**src/include/exec_cfg.svh**
```systemverilog
`ifndef EXEC_CFG_SVH
`define EXEC_CFG_SVH

// datapath and tag widths
`define EXEC_XLEN 32
`define EXEC_TAG_LEN 5

// unit counts
// units are ordered ls, multipliers, branch, alu
`define EXEC_NUM_MULT 2
`define EXEC_NUM_UNITS (1 + `EXEC_NUM_MULT + 1 + 1)

// issue-to-slot latencies, each 1..14 for the 4-bit countdowns
`define EXEC_LS_LAT 3
`define EXEC_MULT_LAT 4
`define EXEC_BR_LAT 1
`define EXEC_ALU_LAT 2

`endif
```
**src/isa_pkg.sv**
```systemverilog
`include "exec_cfg.svh"

package isa_pkg;

    // functional-unit classes, highest issue priority first
    typedef enum logic [1:0] {
        FU_LS   = 2'd0,
        FU_MULT = 2'd1,
        FU_BR   = 2'd2,
        FU_ALU  = 2'd3
    } fu_class_e;

    typedef logic [`EXEC_XLEN-1:0] data_t;

    // per-class opcode, named after the alu meaning
    typedef enum logic [1:0] {
        OP_ADD = 2'd0,
        OP_SUB = 2'd1,
        OP_AND = 2'd2,
        OP_XOR = 2'd3
    } op_e;

    // branch compares share the same codes
    localparam op_e BR_EQ     = OP_ADD;
    localparam op_e BR_LTU    = OP_SUB;
    localparam op_e BR_NE     = OP_AND;
    localparam op_e BR_ALWAYS = OP_XOR;

endpackage

```
**src/sched_pkg.sv**
```systemverilog
`include "exec_cfg.svh"

package sched_pkg;

    typedef logic [`EXEC_TAG_LEN-1:0] rob_tag_t;
    typedef logic [3:0] count_t;
    typedef logic [$clog2(`EXEC_NUM_UNITS)-1:0] unit_idx_t;

    // what the ls pipe carries, low op bit marks a store
    typedef struct packed {
        isa_pkg::data_t addr;
        logic           is_store;
    } ls_payload_t;

    // unit 0 is ls, then the multipliers, then branch, alu last
    function automatic isa_pkg::fu_class_e unit_class(unit_idx_t u);
        if (u == 0) return isa_pkg::FU_LS;
        if (u <= `EXEC_NUM_MULT) return isa_pkg::FU_MULT;
        if (u == `EXEC_NUM_MULT + 1) return isa_pkg::FU_BR;
        return isa_pkg::FU_ALU;
    endfunction

    function automatic count_t class_lat(isa_pkg::fu_class_e c);
        case (c)
            isa_pkg::FU_LS:   return count_t'(`EXEC_LS_LAT);
            isa_pkg::FU_MULT: return count_t'(`EXEC_MULT_LAT);
            isa_pkg::FU_BR:   return count_t'(`EXEC_BR_LAT);
            default:          return count_t'(`EXEC_ALU_LAT);
        endcase
    endfunction

endpackage

```
**src/exec_core.sv**
```systemverilog
`timescale 1ns/100ps

`include "exec_cfg.svh"

module exec_core (
    input  logic                      clk,
    input  logic                      reset,
    // request lanes, indexed by class
    input  logic [3:0]                req,
    input  sched_pkg::rob_tag_t [3:0] req_tag,
    input  isa_pkg::op_e [3:0]        req_op,
    input  isa_pkg::data_t [3:0]      req_a,
    input  isa_pkg::data_t [3:0]      req_b,
    output logic [3:0]                grant,
    // cdb broadcast
    output logic                      cdb_valid,
    output isa_pkg::fu_class_e        cdb_class,
    output sched_pkg::rob_tag_t       cdb_tag,
    output isa_pkg::data_t            cdb_data,
    output logic                      cdb_is_store
);

    sched_pkg::unit_idx_t [3:0]                  issue_unit_idx;
    logic                                        slot_valid;
    isa_pkg::fu_class_e                          slot_class;
    sched_pkg::unit_idx_t                        slot_unit;
    sched_pkg::rob_tag_t                         slot_tag;
    isa_pkg::data_t [`EXEC_NUM_UNITS-1:0]        unit_data;
    logic                                        ls_is_store;

    issue_unit u_issue_unit (
        .clk            (clk),
        .reset          (reset),
        .req            (req),
        .req_tag        (req_tag),
        .grant          (grant),
        .issue_unit_idx (issue_unit_idx),
        .slot_valid     (slot_valid),
        .slot_class     (slot_class),
        .slot_unit      (slot_unit),
        .slot_tag       (slot_tag)
    );

    fu_bank u_fu_bank (
        .clk            (clk),
        .reset          (reset),
        .grant          (grant),
        .issue_unit_idx (issue_unit_idx),
        .req_op         (req_op),
        .req_a          (req_a),
        .req_b          (req_b),
        .unit_data      (unit_data),
        .ls_is_store    (ls_is_store)
    );

    cdb_driver u_cdb_driver (
        .clk          (clk),
        .reset        (reset),
        .slot_valid   (slot_valid),
        .slot_class   (slot_class),
        .slot_unit    (slot_unit),
        .slot_tag     (slot_tag),
        .unit_data    (unit_data),
        .ls_is_store  (ls_is_store),
        .cdb_valid    (cdb_valid),
        .cdb_class    (cdb_class),
        .cdb_tag      (cdb_tag),
        .cdb_data     (cdb_data),
        .cdb_is_store (cdb_is_store)
    );

endmodule

```
**src/cdb_driver.sv**
```systemverilog
`timescale 1ns/100ps

`include "exec_cfg.svh"

module cdb_driver (
    input  logic                                  clk,
    input  logic                                  reset,
    input  logic                                  slot_valid,
    input  isa_pkg::fu_class_e                    slot_class,
    input  sched_pkg::unit_idx_t                  slot_unit,
    input  sched_pkg::rob_tag_t                   slot_tag,
    input  isa_pkg::data_t [`EXEC_NUM_UNITS-1:0]  unit_data,
    input  logic                                  ls_is_store,
    output logic                                  cdb_valid,
    output isa_pkg::fu_class_e                    cdb_class,
    output sched_pkg::rob_tag_t                   cdb_tag,
    output isa_pkg::data_t                        cdb_data,
    output logic                                  cdb_is_store
);

    always_ff @(posedge clk) begin
        if (reset) begin
            cdb_valid <= 1'b0;
        end else begin
            cdb_valid <= slot_valid;
        end
    end

    // broadcast payload, qualified by cdb_valid
    always_ff @(posedge clk) begin
        cdb_class    <= slot_class;
        cdb_tag      <= slot_tag;
        cdb_data     <= unit_data[slot_unit];
        // store flag only from the ls unit
        cdb_is_store <= ls_is_store && (slot_class == isa_pkg::FU_LS);
    end

endmodule

```
**src/fu_bank.sv**
```systemverilog
`timescale 1ns/100ps

`include "exec_cfg.svh"

module fu_bank (
    input  logic                                  clk,
    input  logic                                  reset,
    input  logic [3:0]                            grant,
    input  sched_pkg::unit_idx_t [3:0]            issue_unit_idx,
    input  isa_pkg::op_e [3:0]                    req_op,
    input  isa_pkg::data_t [3:0]                  req_a,
    input  isa_pkg::data_t [3:0]                  req_b,
    output isa_pkg::data_t [`EXEC_NUM_UNITS-1:0]  unit_data,
    output logic                                  ls_is_store
);

    localparam int NU    = `EXEC_NUM_UNITS;
    localparam int BR_U  = `EXEC_NUM_MULT + 1;
    localparam int ALU_U = `EXEC_NUM_MULT + 2;

    isa_pkg::fu_class_e [NU-1:0] unit_cls;
    logic [NU-1:0]               unit_grant;
    logic [NU-1:0]               issued_q;
    isa_pkg::op_e [NU-1:0]       op_q;
    isa_pkg::data_t [NU-1:0]     a_q;
    isa_pkg::data_t [NU-1:0]     b_q;

    sched_pkg::ls_payload_t ls_result;
    sched_pkg::ls_payload_t ls_out;
    isa_pkg::data_t         br_result;
    isa_pkg::data_t         alu_result;

    // which unit each lane's grant lands on
    always_comb begin
        for (int u = 0; u < NU; u++) begin
            unit_cls[u]   = sched_pkg::unit_class(sched_pkg::unit_idx_t'(u));
            unit_grant[u] = grant[unit_cls[u]]
                            && issue_unit_idx[unit_cls[u]] == sched_pkg::unit_idx_t'(u);
        end
    end

    always_ff @(posedge clk) begin
        if (reset) begin
            issued_q <= '0;
        end else begin
            issued_q <= unit_grant;
        end
    end

    // operands captured at the edge that ends the grant cycle
    always_ff @(posedge clk) begin
        for (int u = 0; u < NU; u++) begin
            if (unit_grant[u]) begin
                op_q[u] <= req_op[unit_cls[u]];
                a_q[u]  <= req_a[unit_cls[u]];
                b_q[u]  <= req_b[unit_cls[u]];
            end
        end
    end

    // effective address only, no data memory here
    assign ls_result.addr     = a_q[0] + b_q[0];
    assign ls_result.is_store = op_q[0][0];

    always_comb begin
        case (op_q[BR_U])
            isa_pkg::BR_EQ:  br_result = isa_pkg::data_t'(a_q[BR_U] == b_q[BR_U]);
            isa_pkg::BR_LTU: br_result = isa_pkg::data_t'(a_q[BR_U] < b_q[BR_U]);
            isa_pkg::BR_NE:  br_result = isa_pkg::data_t'(a_q[BR_U] != b_q[BR_U]);
            default:         br_result = isa_pkg::data_t'(1);
        endcase
    end

    always_comb begin
        case (op_q[ALU_U])
            isa_pkg::OP_ADD: alu_result = a_q[ALU_U] + b_q[ALU_U];
            isa_pkg::OP_SUB: alu_result = a_q[ALU_U] - b_q[ALU_U];
            isa_pkg::OP_AND: alu_result = a_q[ALU_U] & b_q[ALU_U];
            default:         alu_result = a_q[ALU_U] ^ b_q[ALU_U];
        endcase
    end

    latency_pipe #(.T(sched_pkg::ls_payload_t), .DEPTH(`EXEC_LS_LAT - 1)) u_ls_pipe (
        .clk(clk), .reset(reset), .load(issued_q[0]), .din(ls_result), .dout(ls_out)
    );

    assign unit_data[0] = ls_out.addr;
    assign ls_is_store  = ls_out.is_store;

    // one multiplier per unit, low half of the product
    for (genvar m = 1; m <= `EXEC_NUM_MULT; m++) begin : g_mult
        isa_pkg::data_t product;

        assign product = a_q[m] * b_q[m];

        latency_pipe #(.T(isa_pkg::data_t), .DEPTH(`EXEC_MULT_LAT - 1)) u_pipe (
            .clk(clk), .reset(reset), .load(issued_q[m]), .din(product), .dout(unit_data[m])
        );
    end

    latency_pipe #(.T(isa_pkg::data_t), .DEPTH(`EXEC_BR_LAT - 1)) u_br_pipe (
        .clk(clk), .reset(reset), .load(issued_q[BR_U]), .din(br_result),
        .dout(unit_data[BR_U])
    );

    latency_pipe #(.T(isa_pkg::data_t), .DEPTH(`EXEC_ALU_LAT - 1)) u_alu_pipe (
        .clk(clk), .reset(reset), .load(issued_q[ALU_U]), .din(alu_result),
        .dout(unit_data[ALU_U])
    );

endmodule

```
**src/issue_unit.sv**
```systemverilog
`timescale 1ns/100ps

`include "exec_cfg.svh"

module issue_unit (
    input  logic                                clk,
    input  logic                                reset,
    input  logic [3:0]                          req,
    input  sched_pkg::rob_tag_t [3:0]           req_tag,
    output logic [3:0]                          grant,
    output sched_pkg::unit_idx_t [3:0]          issue_unit_idx,
    output logic                                slot_valid,
    output isa_pkg::fu_class_e                  slot_class,
    output sched_pkg::unit_idx_t                slot_unit,
    output sched_pkg::rob_tag_t                 slot_tag
);

    localparam int NU = `EXEC_NUM_UNITS;

    // cycles left until each unit owns the cdb slot
    sched_pkg::count_t [NU-1:0]   count_q;
    sched_pkg::count_t [NU-1:0]   count_d;
    sched_pkg::rob_tag_t [NU-1:0] tag_q;
    sched_pkg::rob_tag_t [NU-1:0] tag_d;

    always_ff @(posedge clk) begin
        if (reset) begin
            count_q <= '0;
        end else begin
            count_q <= count_d;
        end
    end

    always_ff @(posedge clk) begin
        tag_q <= tag_d;
    end

    // the unit at count 1 owns this cycle's slot
    // at most one can be there, the grant logic sees to that
    always_comb begin
        slot_valid = 1'b0;
        slot_unit  = '0;
        for (int u = 0; u < NU; u++) begin
            if (count_q[u] == 4'd1) begin
                slot_valid = 1'b1;
                slot_unit  = sched_pkg::unit_idx_t'(u);
            end
        end
    end

    assign slot_class = sched_pkg::unit_class(slot_unit);
    assign slot_tag   = tag_q[slot_unit];

    // grant in priority order
    always_comb begin
        logic [15:0]       landing;
        logic              slot_taken;
        logic              found;
        sched_pkg::count_t lat;

        landing        = '0;
        grant          = '0;
        issue_unit_idx = '0;
        tag_d          = tag_q;
        for (int u = 0; u < NU; u++) begin
            count_d[u] = (count_q[u] != 4'd0) ? count_q[u] - 4'd1 : 4'd0;
        end

        for (int c = 0; c < 4; c++) begin
            lat = sched_pkg::class_lat(isa_pkg::fu_class_e'(c));

            // slot at t+lat already claimed by a running unit
            // or by a higher class granted this cycle
            slot_taken = landing[lat];
            for (int u = 0; u < NU; u++) begin
                if (count_q[u] == lat + 4'd1) begin
                    slot_taken = 1'b1;
                end
            end

            // lowest unit of this class that frees up in time
            found = 1'b0;
            for (int u = 0; u < NU; u++) begin
                if (!found
                    && sched_pkg::unit_class(sched_pkg::unit_idx_t'(u))
                       == isa_pkg::fu_class_e'(c)
                    && count_q[u] <= 4'd1) begin
                    found             = 1'b1;
                    issue_unit_idx[c] = sched_pkg::unit_idx_t'(u);
                end
            end

            // nothing is granted while reset is high
            if (!reset && req[c] && found && !slot_taken) begin
                grant[c]                   = 1'b1;
                landing[lat]               = 1'b1;
                count_d[issue_unit_idx[c]] = lat;
                tag_d[issue_unit_idx[c]]   = req_tag[c];
            end
        end
    end

endmodule

```
**src/latency_pipe.sv**
```systemverilog
`timescale 1ns/100ps

module latency_pipe #(
    parameter type T     = logic,
    parameter int  DEPTH = 1
) (
    input  logic clk,
    input  logic reset,
    input  logic load,
    input  T     din,
    output T     dout
);

    generate
        if (DEPTH == 0) begin : g_direct
            // latency 1 unit, result goes straight to the slot
            assign dout = load ? din : '0;
        end else begin : g_chain
            T stage_q [DEPTH];

            always_ff @(posedge clk) begin
                if (reset) begin
                    for (int i = 0; i < DEPTH; i++) begin
                        stage_q[i] <= '0;
                    end
                end else begin
                    // empty cycles shift zeros through
                    stage_q[0] <= load ? din : '0;
                    for (int i = 1; i < DEPTH; i++) begin
                        stage_q[i] <= stage_q[i-1];
                    end
                end
            end

            assign dout = stage_q[DEPTH-1];
        end
    endgenerate

endmodule

```
**config.mk**
```make
export PLATFORM = sky130hd
export DESIGN_NAME = exec_core
export DESIGN_NICKNAME = d
export VERILOG_FILES = /design/src/isa_pkg.sv /design/src/sched_pkg.sv /design/src/exec_core.sv /design/src/cdb_driver.sv /design/src/fu_bank.sv /design/src/issue_unit.sv /design/src/latency_pipe.sv
export VERILOG_INCLUDE_DIRS = /design/src /design/src/include
export SDC_FILE = /design/constraint.sdc
export NUM_CORES = 2
export LEC_CHECK = 0
export BUFFER_PORTS_ARGS = -buffer_cell sky130_fd_sc_hd__buf_2
export CORE_ASPECT_RATIO = 1.2
export CORE_MARGIN = 1.5
export CORE_UTILIZATION = 35
export DETAILED_ROUTE_END_ITERATION = 10
export PLACE_DENSITY = 0.51
export SLEW_MARGIN = 5
export SYNTH_ARGS = -nofsm -noshare
export SYNTH_HDL_FRONTEND = slang
export SYNTH_SLANG_ARGS = --single-unit
```
**constraint.sdc**
```tcl
create_clock -name clk -period 6.95 [get_ports clk]
set_input_delay 0.3475 -clock clk [delete_from_list [all_inputs] [get_ports clk]]
set_output_delay 0.3475 -clock clk [all_outputs]
set_load 0.01 [all_outputs]
```
==> results.ini <==
[run_status]
status = finished clean

[die]
die_x_um = 374
design.core.area_um2 = 164000
initial_utilization = 0.352
ios = 335
die_h_um = 448
num_rows = 163
die_area_um2 = 168000

[yosys]
synth_top_family_by_area = adder cells
synth_area_leaders = fa_1 (28%), edfxtp_1 (18%), dfxtp_1 (13%)
synthSimpleGateAreaFrac = 0.158
syn_inst = 5645
synth_top_area_cell = fa_1
synthFlopType = dfxtp_1
async_reset_ff_frac = 0
yosysSeqAreaShare = 0.303
synth_compound_area_frac = 0.0583
postSynthAreaPerCell_um2 = 10.2
synthXorXnorAreaFrac = 0.0371
ys_types = 73
synth_mux_area_frac = 0.00738
syn_nets = 7126
synthAdderAreaFrac = 0.364
synth_top_area_frac = 0.283
synth.most_common_cell = inv_1
yosys_warnings = 0
ys_seq_elements = 706
ys_top_cells_by_count = inv_1 (848), fa_1 (818), nand2_1 (670)
netlist_area_um2 = 57800
synth_edf_count = 340

[clock_tree]
numCtsBuffers = 79
clockBufferDepth = 3
h-tree-depth = 3
clock-root-buffer = clkbuf_16
clk_pin_slew_worst_paths_ps = 60
clk_latency_ps = 690
cts_sinks = 706
cts_tree = yes

[place]
place_area_um2 = 64200
io_buffers = 331
hpwl_mm = 128
gp_congestion = 0.895

[route]
wl_per_cell_um = 18.8
highest_layer = met5
dr_wl_met2_mm = 81.2
drt-met1-wl_mm = 68.8
firstDrtPassIters = 7
wirelength_mm = 163
avgViaCountPerCell = 4.68
met3WireLength_mm = 5.96
ant_nets = 0
drc_errors = 0
route.vias.total = 40434
first_iter_violations = 2286

[hold_path]
worstHoldStart = req_a[50]
hold_path_end = u_fu_bank.a_q[50]$_DFFE_PP_
whs_path_depth = 1
min_path_type = primary input to flop

[critical_path]
rr_startpoint = u_fu_bank.a_q[40]$_DFFE_PP_
endpoint_kind = flop
ff2ff_setup_slack_ps = 70
crit_path_start_kind = flop
path_class = flop to flop
required_ps = 7530
r2r_cells = 22
cp_data_arrival_time_ps = 7460
r2r-end = u_fu_bank.g_mult[1].u_pipe.g_chain.stage_q[0][30]$_SDFF_PP0_
path_max_fanout = 6

[sta]
worstMarginPinSlew_ps = 1060
slew_headroom = 0.293
drv_slew = 0
fmax_mhz = 145
fin_crit_sh = 0.990
report.final.setup_viol = 0
final-hold-violation-count = 0
fin_crit_ps = 6880
rsz0062_at_grt = true
skew_ps = 39.1

[final_layout]
syn2layout_area_growth_pct = 22.3
fillCellCount = 15893
drive_gt1_frac = 0.149
fin_area_um2 = 70700
fin_nets = 7909

[global_routing]
grt_pass1_vias = 43943
grt_use_total = 0.198
overflow = 0
antenna_found_initial = 8
grt_max_degree = 102
grt_pass1_wl_mm = 254

[job]
max_cap_viol_count = 0

[registers in the layout, summed over array words and instances (netlist names), 20 cells and up]
register and flops:
u_cdb_driver.cdb_data 32, u_fu_bank.a_q 160, u_fu_bank.b_q 160, u_fu_bank.g_mult.u_pipe.g_chain.stage_q 192, u_fu_bank.u_alu_pipe.g_chain.stage_q 32, u_fu_bank.u_ls_pipe.g_chain.stage_q 66, u_issue_unit.count_q 20, u_issue_unit.tag_q 25
[cells in the final DEF (no fill, tap or decap), types with 177 or more instances in the layout]
master         count
inv_1            835
ha_1             351
buf_2            330
buf_4            280
nand2_1          666
edfxtp_1         340
nor2_1           191
a21oi_1          213
fa_1             784
dlygate4sd3_1    281
nor2b_1          177
and2_1           574
dfxtp_1          366
[logic make-up after synthesis]
| group | count (synthesis) |
|---|---|
| multiplexers | 42 |
| AO/OA/AOI/OAI | 545 |
| AND/OR/NAND/NOR | 1808 |
| buffers and inverters | 1108 |
| flip-flops | 706 |
| adder cells (fa/ha/maj) | 1191 |
| XOR/XNOR | 245 |
[layer usage]
metal / vias up / global-route usage
met5: - / 0
met3: 233 / 0.0232
met4: 2 / 0.0788
li1: 19207 / -
met2: 869 / 0.349
met1: 20123 / 0.246
[repair_timing]
action,4_1_cts,5_1_grt
resized for setup,48,121
setup buffers,14,20
setup endpoints to repair,13,19
hold buffers,278,3
endpoints found under the hold margin,343,5
pin swaps,32,127
[how the worst max path moves through the flow]
stage,end,start,slack [ps],depth (start not counted)
after global routing,u_fu_bank.g_mult[2].u_pipe.g_chain.stage_q[0][30]$_SDFF_PP0_,u_fu_bank.b_q[73]$_DFFE_PP_,-160,21
after floorplan,u_fu_bank.g_mult[2].u_pipe.g_chain.stage_q[0][30]$_SDFF_PP0_,u_fu_bank.b_q[76]$_DFFE_PP_,150,24
after global placement,u_fu_bank.g_mult[1].u_pipe.g_chain.stage_q[0][30]$_SDFF_PP0_,u_fu_bank.a_q[41]$_DFFE_PP_,-190,25
after detailed placement,u_fu_bank.g_mult[1].u_pipe.g_chain.stage_q[0][30]$_SDFF_PP0_,u_fu_bank.a_q[41]$_DFFE_PP_,-190,22
after CTS,u_fu_bank.g_mult[1].u_pipe.g_chain.stage_q[0][30]$_SDFF_PP0_,u_fu_bank.b_q[37]$_DFFE_PP_,3,24
final,u_fu_bank.g_mult[1].u_pipe.g_chain.stage_q[0][30]$_SDFF_PP0_,u_fu_bank.a_q[40]$_DFFE_PP_,70,22
[per-stage QoR]
| step | std cells | setup TNS (ps) | utilization | worst slack (ps) | hold slack (ps) |
|---|---|---|---|---|---|
| 2_1_floorplan | 5645 | 0 | - | 149 | 414 |
| 3_3_place_gp | 8177 | -790 | 0.391 | -186 | 419 |
| 3_5_place_dp | 8177 | -1260 | 0.391 | -190 | 420 |
| 4_1_cts | 8615 | 0 | 0.427 | 2.73 | 5.60 |
| 5_1_grt | 8641 | -894 | 0.431 | -160 | 0.750 |
| 6_report | 8641 | 0 | 0.431 | 72.2 | 24.9 |
[critical path, cell delays in order, from the launching register on]
cell and delay, ps:
edfxtp_1 570, buf_6 220, and2_4 130, fa_1 470, fa_1 510, inv_2 40, fa_1 540, fa_1 430
fa_1 530, inv_2 40, fa_1 500, fa_2 620, fa_2 510, ha_4 290, and4_4 210, nand4_1 150
a211oi_2 220, a21oi_1 100, o21bai_1 150, a21o_1 170, nand3_2 80, a21o_1 180, a21oi_2 100
[area by class of cell]
cell class,count,area (µm²),area share
antenna,3,7.51,0.000106
clock buffer,95,2110,0.0298
tap,2145,2680,0.0380
timing repair buffer,961,7810,0.111
clock inverter,51,558,0.00789
inverter,849,3190,0.0451
multi-input combinational,3831,36800,0.521
sequential,706,17500,0.248
Power is not shown: default switching activity piles up to over one toggle a cycle in this logic, so the estimate is an artifact.
